File: src/hw/la32_pkg.sv
package la32_pkg;

    // ******************************
    // Instruction word views
    // ******************************

    typedef struct packed {
        logic [5:0] op_31_26;
        logic [3:0] op_25_22;
        logic [1:0] op_21_20;
        logic [4:0] op_19_15;
        logic [4:0] rk;
        logic [4:0] rj;
        logic [4:0] rd;
    } fmt_r3_t;

    typedef struct packed {
        logic [9:0]  opcode;
        logic [11:0] i12;
        logic [4:0]  rj;
        logic [4:0]  rd;
    } fmt_ri12_t;

    typedef struct packed {
        logic [5:0]  opcode;
        logic [15:0] i16;
        logic [4:0]  rj;
        logic [4:0]  rd;
    } fmt_ri16_t;

    typedef struct packed {
        logic [6:0]  opcode;
        logic [19:0] i20;
        logic [4:0]  rd;
    } fmt_ri20_t;

    typedef struct packed {
        logic [5:0]  opcode;
        logic [15:0] i26_lo;    // Offset bits 15:0 sit above the high part
        logic [9:0]  i26_hi;
    } fmt_i26_t;

    typedef union packed {
        fmt_r3_t   r3;
        fmt_ri12_t ri12;
        fmt_ri16_t ri16;
        fmt_ri20_t ri20;
        fmt_i26_t  i26;
    } inst_u;

    // ******************************
    // Control and bus bundles
    // ******************************

    typedef enum logic [3:0] {
        ALU_ADD, ALU_SUB, ALU_SLT, ALU_SLTU, ALU_AND, ALU_NOR,
        ALU_OR, ALU_XOR, ALU_SLL, ALU_SRL, ALU_SRA, ALU_LUI
    } alu_op_e;

    typedef enum logic [2:0] {
        BR_NONE, BR_B, BR_BL, BR_BEQ, BR_BNE, BR_JIRL
    } br_kind_e;

    typedef struct packed {
        alu_op_e     alu_op;
        logic        src1_is_pc;
        logic        src2_is_imm;
        logic [31:0] imm;
        br_kind_e    br_kind;
        logic [31:0] br_offs;
        logic [4:0]  raddr1;
        logic [4:0]  raddr2;
        logic [4:0]  dest;
        logic        gr_we;
        logic        mem_re;
        logic        mem_we;
    } ctrl_t;

    typedef struct packed {
        logic        cyc;
        logic        stb;
        logic [31:0] adr;
    } ibus_req_t;

    typedef struct packed {
        logic        cyc;
        logic        stb;
        logic        we;
        logic [31:0] adr;
        logic [31:0] dat;
    } dbus_req_t;

    typedef struct packed {
        logic        ack;
        logic [31:0] dat;
    } wb_rsp_t;

    typedef struct packed {
        logic        valid;
        logic [31:0] pc;
        logic [4:0]  wnum;
        logic [31:0] wdata;
    } trace_t;

endpackage
File: src/hw/la32_top.sv
`timescale 1ns/10ps

module la32_top #(
    parameter logic [31:0] reset_pc = 32'h1c00_0000
) (
    input  logic                clk,
    input  logic                reset,
    output la32_pkg::ibus_req_t ibus_req,
    input  la32_pkg::wb_rsp_t   ibus_rsp,
    output la32_pkg::dbus_req_t dbus_req,
    input  la32_pkg::wb_rsp_t   dbus_rsp,
    output la32_pkg::trace_t    trace
);

    // ******************************
    // Processor core
    // ******************************

    // Both memories sit outside, on the two Wishbone ports
    la32_core #(
        .reset_pc (reset_pc)
    ) u_core (
        .clk      (clk),
        .reset    (reset),
        .ibus_req (ibus_req),
        .ibus_rsp (ibus_rsp),
        .dbus_req (dbus_req),
        .dbus_rsp (dbus_rsp),
        .trace    (trace)
    );

endmodule

File: src/hw/la32_core.sv
`timescale 1ns/10ps

module la32_core #(
    parameter logic [31:0] reset_pc = 32'h0000_0000
) (
    input  logic                clk,
    input  logic                reset,
    output la32_pkg::ibus_req_t ibus_req,
    input  la32_pkg::wb_rsp_t   ibus_rsp,
    output la32_pkg::dbus_req_t dbus_req,
    input  la32_pkg::wb_rsp_t   dbus_rsp,
    output la32_pkg::trace_t    trace
);

    typedef enum logic [2:0] {
        S_FETCH, S_DECODE, S_EXEC, S_MEM, S_WB
    } state_e;

    state_e           state;
    logic             run;          // Low for the first cycle out of reset
    logic [31:0]      pc;
    logic [31:0]      inst_pc;
    la32_pkg::inst_u  ir;
    la32_pkg::ctrl_t  dec_ctrl;
    la32_pkg::ctrl_t  ctrl_q;
    logic [31:0]      src1_q;
    logic [31:0]      src2_q;
    logic [31:0]      rkd_q;
    logic [31:0]      res_q;
    logic [31:0]      load_q;

    logic [31:0] rdata1;
    logic [31:0] rdata2;
    logic [31:0] alu_result;
    logic [31:0] br_target;
    logic        br_taken;
    logic        fetch_done;
    logic        mem_done;
    logic        rf_we;
    logic [31:0] wb_data;

    la32_decode u_decode (
        .inst (ir),
        .ctrl (dec_ctrl)
    );

    la32_regfile u_regfile (
        .clk    (clk),
        .raddr1 (dec_ctrl.raddr1),
        .rdata1 (rdata1),
        .raddr2 (dec_ctrl.raddr2),
        .rdata2 (rdata2),
        .we     (rf_we),
        .waddr  (ctrl_q.dest),
        .wdata  (wb_data)
    );

    la32_alu u_alu (
        .alu_op     (ctrl_q.alu_op),
        .alu_src1   (src1_q),
        .alu_src2   (src2_q),
        .alu_result (alu_result)
    );

    // ******************************
    // Branch resolution in decode
    // ******************************

    always_comb begin
        case (dec_ctrl.br_kind)
            la32_pkg::BR_B, la32_pkg::BR_BL, la32_pkg::BR_JIRL: br_taken = 1'b1;
            la32_pkg::BR_BEQ: br_taken = rdata1 == rdata2;
            la32_pkg::BR_BNE: br_taken = rdata1 != rdata2;
            default:          br_taken = 1'b0;
        endcase
    end

    assign br_target = ((dec_ctrl.br_kind == la32_pkg::BR_JIRL) ? rdata1 : pc)
                       + dec_ctrl.br_offs;

    assign fetch_done = ibus_req.stb && ibus_rsp.ack;
    assign mem_done   = dbus_req.stb && dbus_rsp.ack;

    // ******************************
    // State machine and pc
    // ******************************

    always_ff @(posedge clk) begin
        if (reset) begin
            run   <= 1'b0;
            state <= S_FETCH;
            pc    <= reset_pc;
        end else begin
            run <= 1'b1;
            case (state)
                S_FETCH: if (fetch_done) state <= S_DECODE;
                S_DECODE: begin
                    pc <= br_taken ? br_target : pc + 32'd4;
                    if (dec_ctrl.br_kind inside {la32_pkg::BR_B, la32_pkg::BR_BEQ,
                                                 la32_pkg::BR_BNE}) begin
                        state <= S_FETCH;
                    end else begin
                        state <= S_EXEC;
                    end
                end
                S_EXEC: state <= (ctrl_q.mem_re || ctrl_q.mem_we) ? S_MEM : S_WB;
                S_MEM: begin
                    if (mem_done) begin
                        state <= ctrl_q.mem_re ? S_WB : S_FETCH;
                    end
                end
                default: state <= S_FETCH;
            endcase
        end
    end

    always_ff @(posedge clk) begin
        case (state)
            S_FETCH: if (fetch_done) ir <= ibus_rsp.dat;
            S_DECODE: begin
                inst_pc <= pc;
                ctrl_q  <= dec_ctrl;
                src1_q  <= dec_ctrl.src1_is_pc ? pc : rdata1;
                src2_q  <= dec_ctrl.src2_is_imm ? dec_ctrl.imm : rdata2;
                rkd_q   <= rdata2;
            end
            S_EXEC: res_q <= alu_result;
            S_MEM:  if (mem_done) load_q <= dbus_rsp.dat;
            default: ;
        endcase
    end

    // Both masters hold their outputs from state alone, so they stay steady until ack
    always_comb begin
        ibus_req.cyc = run && state == S_FETCH;
        ibus_req.stb = run && state == S_FETCH;
        ibus_req.adr = pc;

        dbus_req.cyc = state == S_MEM;
        dbus_req.stb = state == S_MEM;
        dbus_req.we  = state == S_MEM && ctrl_q.mem_we;
        dbus_req.adr = res_q;
        dbus_req.dat = rkd_q;
    end

    assign rf_we   = state == S_WB && ctrl_q.gr_we;
    assign wb_data = ctrl_q.mem_re ? load_q : res_q;

    assign trace.valid = rf_we;
    assign trace.pc    = inst_pc;
    assign trace.wnum  = ctrl_q.dest;   // Writes to r0 still reported
    assign trace.wdata = wb_data;

endmodule

File: src/hw/la32_alu.sv
`timescale 1ns/10ps

module la32_alu (
    input  la32_pkg::alu_op_e alu_op,
    input  logic [31:0]       alu_src1,
    input  logic [31:0]       alu_src2,
    output logic [31:0]       alu_result
);

    logic [31:0] sum;
    logic [31:0] diff;
    logic [4:0]  shamt;
    logic        lt_signed;
    logic        lt_unsigned;

    assign sum   = alu_src1 + alu_src2;
    assign diff  = alu_src1 - alu_src2;
    assign shamt = alu_src2[4:0];

    assign lt_signed   = $signed(alu_src1) < $signed(alu_src2);
    assign lt_unsigned = alu_src1 < alu_src2;

    always_comb begin
        case (alu_op)
            la32_pkg::ALU_ADD:  alu_result = sum;
            la32_pkg::ALU_SUB:  alu_result = diff;
            la32_pkg::ALU_SLT:  alu_result = {31'd0, lt_signed};
            la32_pkg::ALU_SLTU: alu_result = {31'd0, lt_unsigned};
            la32_pkg::ALU_AND:  alu_result = alu_src1 & alu_src2;
            la32_pkg::ALU_NOR:  alu_result = ~(alu_src1 | alu_src2);
            la32_pkg::ALU_OR:   alu_result = alu_src1 | alu_src2;
            la32_pkg::ALU_XOR:  alu_result = alu_src1 ^ alu_src2;
            la32_pkg::ALU_SLL:  alu_result = alu_src1 << shamt;
            la32_pkg::ALU_SRL:  alu_result = alu_src1 >> shamt;
            la32_pkg::ALU_SRA:  alu_result = $unsigned($signed(alu_src1) >>> shamt);
            la32_pkg::ALU_LUI:  alu_result = alu_src2;   // Immediate already shifted in decode
            default:            alu_result = sum;
        endcase
    end

endmodule

File: src/hw/la32_regfile.sv
`timescale 1ns/10ps

module la32_regfile (
    input  logic        clk,
    input  logic [4:0]  raddr1,
    output logic [31:0] rdata1,
    input  logic [4:0]  raddr2,
    output logic [31:0] rdata2,
    input  logic        we,
    input  logic [4:0]  waddr,
    input  logic [31:0] wdata
);

    logic [31:0] rf [32];

    always_ff @(posedge clk) begin
        if (we && waddr != 5'd0) begin
            rf[waddr] <= wdata;
        end
    end

    // Entry 0 is never written, so its read is forced to zero
    assign rdata1 = (raddr1 == 5'd0) ? 32'd0 : rf[raddr1];
    assign rdata2 = (raddr2 == 5'd0) ? 32'd0 : rf[raddr2];

endmodule

File: src/hw/la32_decode.sv
`timescale 1ns/10ps

module la32_decode (
    input  la32_pkg::inst_u inst,
    output la32_pkg::ctrl_t ctrl
);

    logic        is_3r;
    logic        is_shift;
    logic [31:0] si12;
    logic [31:0] ui5;
    logic [31:0] offs16;
    logic [31:0] offs26;

    assign is_3r    = inst.r3.op_31_26 == 6'h00 && inst.r3.op_25_22 == 4'h0
                      && inst.r3.op_21_20 == 2'h1;
    assign is_shift = inst.r3.op_31_26 == 6'h00 && inst.r3.op_25_22 == 4'h1
                      && inst.r3.op_21_20 == 2'h0;

    assign si12   = {{20{inst.ri12.i12[11]}}, inst.ri12.i12};
    assign ui5    = {27'd0, inst.ri12.i12[4:0]};
    assign offs16 = {{14{inst.ri16.i16[15]}}, inst.ri16.i16, 2'b00};
    assign offs26 = {{4{inst.i26.i26_hi[9]}}, inst.i26.i26_hi, inst.i26.i26_lo, 2'b00};

    always_comb begin
        ctrl         = '0;              // No-op unless a match below
        ctrl.raddr1  = inst.r3.rj;
        ctrl.raddr2  = inst.r3.rk;
        ctrl.dest    = inst.r3.rd;
        ctrl.imm     = si12;
        ctrl.br_offs = offs16;

        if (is_3r) begin
            ctrl.gr_we = 1'b1;
            case (inst.r3.op_19_15)
                5'h00:   ctrl.alu_op = la32_pkg::ALU_ADD;
                5'h02:   ctrl.alu_op = la32_pkg::ALU_SUB;
                5'h04:   ctrl.alu_op = la32_pkg::ALU_SLT;
                5'h05:   ctrl.alu_op = la32_pkg::ALU_SLTU;
                5'h08:   ctrl.alu_op = la32_pkg::ALU_NOR;
                5'h09:   ctrl.alu_op = la32_pkg::ALU_AND;
                5'h0a:   ctrl.alu_op = la32_pkg::ALU_OR;
                5'h0b:   ctrl.alu_op = la32_pkg::ALU_XOR;
                default: ctrl.gr_we  = 1'b0;
            endcase
        end else if (is_shift) begin
            ctrl.gr_we       = 1'b1;
            ctrl.src2_is_imm = 1'b1;
            ctrl.imm         = ui5;
            case (inst.r3.op_19_15)
                5'h01:   ctrl.alu_op = la32_pkg::ALU_SLL;
                5'h09:   ctrl.alu_op = la32_pkg::ALU_SRL;
                5'h11:   ctrl.alu_op = la32_pkg::ALU_SRA;
                default: ctrl.gr_we  = 1'b0;
            endcase
        end else begin
            case (inst.r3.op_31_26)
                6'h00: if (inst.r3.op_25_22 == 4'ha) begin     // addi.w
                    ctrl.gr_we       = 1'b1;
                    ctrl.src2_is_imm = 1'b1;
                end
                6'h05: if (inst.ri20.opcode == 7'h0a) begin    // lu12i.w
                    ctrl.alu_op      = la32_pkg::ALU_LUI;
                    ctrl.src2_is_imm = 1'b1;
                    ctrl.imm         = {inst.ri20.i20, 12'd0};
                    ctrl.gr_we       = 1'b1;
                end
                6'h0a: begin
                    ctrl.src2_is_imm = 1'b1;
                    if (inst.r3.op_25_22 == 4'h2) begin        // ld.w
                        ctrl.mem_re = 1'b1;
                        ctrl.gr_we  = 1'b1;
                    end else if (inst.r3.op_25_22 == 4'h6) begin
                        ctrl.mem_we = 1'b1;
                        ctrl.raddr2 = inst.r3.rd;              // Store data comes from rd
                    end
                end
                6'h13: begin
                    ctrl.br_kind     = la32_pkg::BR_JIRL;
                    ctrl.src1_is_pc  = 1'b1;
                    ctrl.src2_is_imm = 1'b1;
                    ctrl.imm         = 32'd4;
                    ctrl.gr_we       = 1'b1;
                end
                6'h14: begin
                    ctrl.br_kind = la32_pkg::BR_B;
                    ctrl.br_offs = offs26;
                end
                6'h15: begin
                    ctrl.br_kind     = la32_pkg::BR_BL;
                    ctrl.br_offs     = offs26;
                    ctrl.src1_is_pc  = 1'b1;
                    ctrl.src2_is_imm = 1'b1;
                    ctrl.imm         = 32'd4;
                    ctrl.dest        = 5'd1;
                    ctrl.gr_we       = 1'b1;
                end
                6'h16: begin
                    ctrl.br_kind = la32_pkg::BR_BEQ;
                    ctrl.raddr2  = inst.r3.rd;
                end
                6'h17: begin
                    ctrl.br_kind = la32_pkg::BR_BNE;
                    ctrl.raddr2  = inst.r3.rd;
                end
                default: ;
            endcase
        end
    end

endmodule

File: config.mk
export PLATFORM = sky130hd
export DESIGN_NAME = la32_top
export DESIGN_NICKNAME = d
export VERILOG_FILES = /design/src/hw/la32_pkg.sv /design/src/hw/la32_top.sv /design/src/hw/la32_core.sv /design/src/hw/la32_alu.sv /design/src/hw/la32_regfile.sv /design/src/hw/la32_decode.sv
export SDC_FILE = /design/constraint.sdc
export NUM_CORES = 2
export LEC_CHECK = 0
export BUFFER_PORTS_ARGS = -buffer_cell sky130_fd_sc_hd__buf_2
export CORE_ASPECT_RATIO = 1.4
export CORE_UTILIZATION = 60
export CTS_CLUSTER_SIZE = 12
export DETAILED_ROUTE_END_ITERATION = 6
export GPL_TIMING_DRIVEN = 0
export HOLD_SLACK_MARGIN = 0.12
export PLACE_DENSITY = 0.83
export SLEW_MARGIN = 0
export SYNTH_ARGS = -nofsm -noshare
export SYNTH_HDL_FRONTEND = slang
export SYNTH_HIERARCHICAL = 1
export SYNTH_SLANG_ARGS = --single-unit
File: constraint.sdc
create_clock -name clk -period 13.85 [get_ports clk]
set_input_delay 0.6925 -clock clk [delete_from_list [all_inputs] [get_ports clk]]
set_output_delay 0.6925 -clock clk [all_outputs]
set_load 0.01 [all_outputs]
Word level (Yosys, flattened, before mapping)
Memory sizes are Yosys's and may differ from the RTL's. A register that Yosys moved wholly into a read port is not among the register bits.
Cells that the tools add are included.

word-level totals
  memory bits (writable) = 1024
  memories kept = 1
  word-level logic and storage cells = 158
  bits in read-only memories = 0
  output and inout port bits = 171
  register bits = 272
  latch bits = 0

memory list
  memory               depth  width  rd ports  clocked after memory_dff  write ports  line                text
  u_core.u_regfile.rf  32     32     2         1                         1            la32_regfile.sv:14  logic [31:0] rf [32];

operators by class
  bitwise logic cells = 5
  $lt $le $gt $ge = 2
  add/subtract/negate cells = 4
  mux-type cells = 50
  reductions and logical operators = 32
  div/mod/pow operators = 0
  shift operators = 3
  equal/unequal tests = 46
  multiply operators = 0

operator list
  kind                   number
  $pmux 32 s11           1
  $mux 32                8
  $mux 69                1
  $mux 33                2
  $add 32x32->32         2
  $lt 32x32->1           2
  $pmux 32 s2            1
  $mux 35                1
  $add 32x3->32 const B  1
  $and 32x32->32         1
  $eq 32x32->1           1
  $ne 32x32->1           1
  $not 32->32            1
  $or 32x32->32          1
  $shl 32x5->32          1
  $shr 32x5->32          1
  $sshr 32x5->32         1
  $sub 32x32->32         1
  $xor 32x32->32         1
  $eq 6x5->1 const B     5
  $pmux 3 s7             1
  $eq 4x3->1 const B     5
  $eq 4x4->1 const B     5
  $eq 5x4->1 const B     4
  42 further kinds       93

Longest topological paths before layout
  word-level depth = 11
  mapped depth = 23
  mapped depth without buffers = 16

Modules after synthesis
Netlist, hierarchy kept.

by module, submodules not included
  module        area an instance (sq um)  seq. area each (sq um)  cells each  times used
  la32_regfile  47907.2                   30749.5                 2565        1
  la32_core     13115.1                   7807.5                  992         1
  la32_alu      9859.5                    0.0                     1349        1
  la32_decode   1176.1                    0.0                     163         1

Worst setup path after synthesis
OpenSTA, ideal clock, no wires.

  path kind = reg2reg
  start point = register u_core.state[2]
  end point = register u_core.pc[8]
  slack = 8296 ps
  period minus slack after synthesis = 5554 ps
  data arrival time = 5180 ps
  stages on the path, launching flop included = 5
  buffers on the path = 1
  cell sequence = dfxtp_1 or3b_2 inv_1 clkbuf_1 a311oi_1

between the ends
  cells in the longest elaborated chain, start to end = 1

ends and longest elaborated chain
  element                 line              text
  from (decl)             la32_core.sv:19   state_e state;
  from (signal assigned)  la32_core.sv:106  S_EXEC: state <= (ctrl_q.mem_re || ctrl_q.mem_we) ? S_MEM : S_WB;
  from (signal assigned)  la32_core.sv:109  state <= ctrl_q.mem_re ? S_WB : S_FETCH;
  $eq 3x1->1              la32_core.sv:95   case (state)
  to (signal assigned)    la32_core.sv:92   pc <= reset_pc;
  to (signal assigned)    la32_core.sv:98   pc <= br_taken ? br_target : pc + 32'd4;
  to (decl)               la32_core.sv:21   logic [31:0] pc;

Every way passes these cells.
A chain may end at the register's enable or synchronous reset.

==> out/qor.yml <==
status: "complete, but fails checks"
violations: "design-rule violations, max-capacitance violations, max-slew violations"
drive_above_1_share_pct: 25.5
synth-edff-count: 1260
regMostFlops: "u_core/u_regfile/rf"
finalHoldViolCount: 0
tightest_slew_ns: 1.74
syn_to_final_growth_pct: 13.4
ys.flop_type: "edfxtp_1"
final_common_cell: "edfxtp_1"
die_x_um: 295
grt_max_degree: 64
final_cell_mix: "edfxtp_1 (1260), mux2i_1 (376), mux4_2 (373)"
worstSetupStartpointType: "flip-flop"
overflow: 0
start_util_pct: 60.5
vias_per_cell: 8.25
min_period_ns: 9.60
clk_latency_ns: 0.82
place_congestion: 1.12
syn_area_per_cell_um2: 14.2
htree_num_levels: 4
syn_area_mm2: 0.0721
cts_resized: 0
dpl.hpwl_mm: 231
fin_util_pct: 68.5
ys_seq_area_share_pct: 53.5
fin_tns_setup_ns: 0
yosysUniqueCellTypes: 117
hold_path.class: "in -> reg"
cp_common_cell: "buf_2"
critical_path.cell_chain: "buf_6 -> nor4_4 -> nand4_2 -> o21ai_4 -> mux2_2 -> buf_2 -> inv_1 -> buf_2 -> buf_2 -> clkbuf_1 -> o21ai_0 -> a311oi_1 -> xnor2_1 -> nand4_1 -> nor4_2 -> nand2_2 -> a211oi_1 -> nor2_1 -> buf_2 -> o21ai_0 -> a221oi_1"
numCtsBuffers: 133
setup_viol: 0
cts_buffer_depth: 3
yosysWarningCount: 6
clkTransAtPathRegs_ns: 0.08
cp_max_fo: 10
total_power_mw: 13.6
maxSlewHeadroom_pct: -16.2
worst_hold_slack_ns: 0.319
wl_per_cell_um: 45.4
cts_sinks: 1296
antenna_found_initial: 35
dp_slack_ns: 5.65
critPathArrivalTime_ns: 10.25
dr.pass1.iters: 7
ir_drop_uv: 149
async_reset_ff_share_pct: 0
stdcell_area_mm2: 0.0817
die_h_um: 412
port_buffers: 238
layout.nets: 5807
synth_cells: 5069
dieArea_mm2: 0.122
ys_ff_latch: 1296
tritoncts: "yes"
grt_use_total_pct: 54.4
largest_reg_flops: 1024
drc: 179
timing.final.crit_share_pct: 69.3
via_count: 60100
reg2reg_depth: 21
critPathKind: "reg -> reg"
wirelength_mm: 330
detail-route-antenna-nets: 0
slowest_stage: "a311oi_1"
grt_pass1_vias: 58100
min_delay_path_depth: 4
cts-root-buf: "clkbuf_16"
finalNonFillerCells: 7281
dp.cells: 6992
drv_cap: 12
pwr_density_cell_mw_per_mm2: 166
place_area_mm2: 0.0769
worst_ep_required_time_ns: 14.49
skew_ns: 0.0417
drtIter0Drc: 11800
p_leak_nw: 28.5
endpoint_kind: "flip-flop"
placementRows: 150
clock.fmax_mhz: 104
grt_pass1_wl_mm: 449
slowest_delay_ns: 1.39
fill_cells: 7857
core_mm2: 0.119
setup_ws_ns: 4.25
ios: 239
slew_viol_final: 60
grt_setup_unrepaired: "false"
ff2ff_setup_slack_ns: 4.25
[repair_timing]
item                       in CTS  in global routing
hold endpoints to repair       64                  0
setup endpoints to repair       0                  0
buffers inserted                0                  0
hold buffers                   64                  0
[critical path: cells and delay by family (launching register included)]
kind / cells / cell delay, ns
flip-flops: 1 / 0.44
AO/OA/AOI/OAI: 6 / 3.16
multiplexers: 1 / 0.37
AND/OR/NAND/NOR: 6 / 1.94
buffers and inverters: 7 / 3.17
XOR/XNOR: 1 / 0.28
[path summary, 6_finish.rpt]
kind | start | endpoint
worst max-delay path | u_core/ir[26] | u_core/pc[10]
worst min-delay path | ibus_rsp[32] | u_core/state[0]
worst max register to register | u_core/ir[26] | u_core/pc[10]
worst min register to register | u_core/pc[5] | u_core/inst_pc[5]
[cell type report]
type,count,area [um^2],share of cell area [%]
inverter,119,447,0.547
buffer,424,2330,2.85
tap,1596,2000,2.44
multi-input combinational,3262,31300,38.3
antenna,24,60.1,0.0735
clock buffer,160,3470,4.25
timing repair buffer,365,3120,3.81
sequential,1296,38600,47.2
clock inverter,35,430,0.527
[layer usage]
layer / routed length [um] / up-vias / track usage (%)
li1: - / 21600 / -
met4: 46200 / 34 / 58.0
met1: 89800 / 28600 / 54.0
met2: 143000 / 7054 / 79.9
met5: 672 / - / 2.56
met3: 51100 / 2781 / 25.9
[cell usage after synthesis (19+ instances only)]
library cell / instances / area (um^2)
edfxtp_1: 1260 / 37800
a22oi_1: 85 / 638
nor2b_1: 56 / 350
o21ai_0: 168 / 841
mux2_2: 228 / 2570
mux2i_1: 376 / 3760
nor3_1: 49 / 245
ha_1: 135 / 1690
mux4_2: 373 / 8400
buf_1: 20 / 75.1
inv_1: 115 / 432
a311oi_1: 37 / 324
o21bai_1: 22 / 165
o21a_1: 19 / 143
buf_6: 29 / 327
nand3_1: 66 / 330
o2111ai_1: 24 / 210
buf_4: 99 / 743
a21o_1: 59 / 443
and3_1: 31 / 194
a211oi_1: 88 / 661
buf_2: 84 / 420
clkbuf_1: 188 / 706
xnor2_1: 46 / 403
nand2_1: 262 / 983
mux4_1: 41 / 1080
a221oi_1: 62 / 543
a21oi_1: 174 / 871
o211ai_1: 38 / 285
and2_1: 30 / 188
o221ai_1: 77 / 674
xor2_1: 21 / 184
nor2_1: 225 / 845
a31oi_1: 32 / 200
nand4_1: 73 / 457
dfxtp_1: 36 / 721
[power by group]
group | leakage [nW] | internal, mW | switching [mW]
registers | 11.7 | 4.82 | 0.298
clock network | 1.89 | 1.86 | 1.56
logic | 14.9 | 1.57 | 3.47
total | 28.5 | 8.24 | 5.33
[kinds of logic after synthesis]
group,Yosys count,share of synthesized area (%)
muxes,1019,22.0
other,2,0.0104
buffers and inverters,543,3.84
and+or+nand+nor,918,6.39
xor gates and xnor gates,67,0.814
AOI/OAI and AO/OA,1086,11.1
adders and majority gates,138,2.43
DFF,1296,53.5
(Power assumes the default switching activity.)
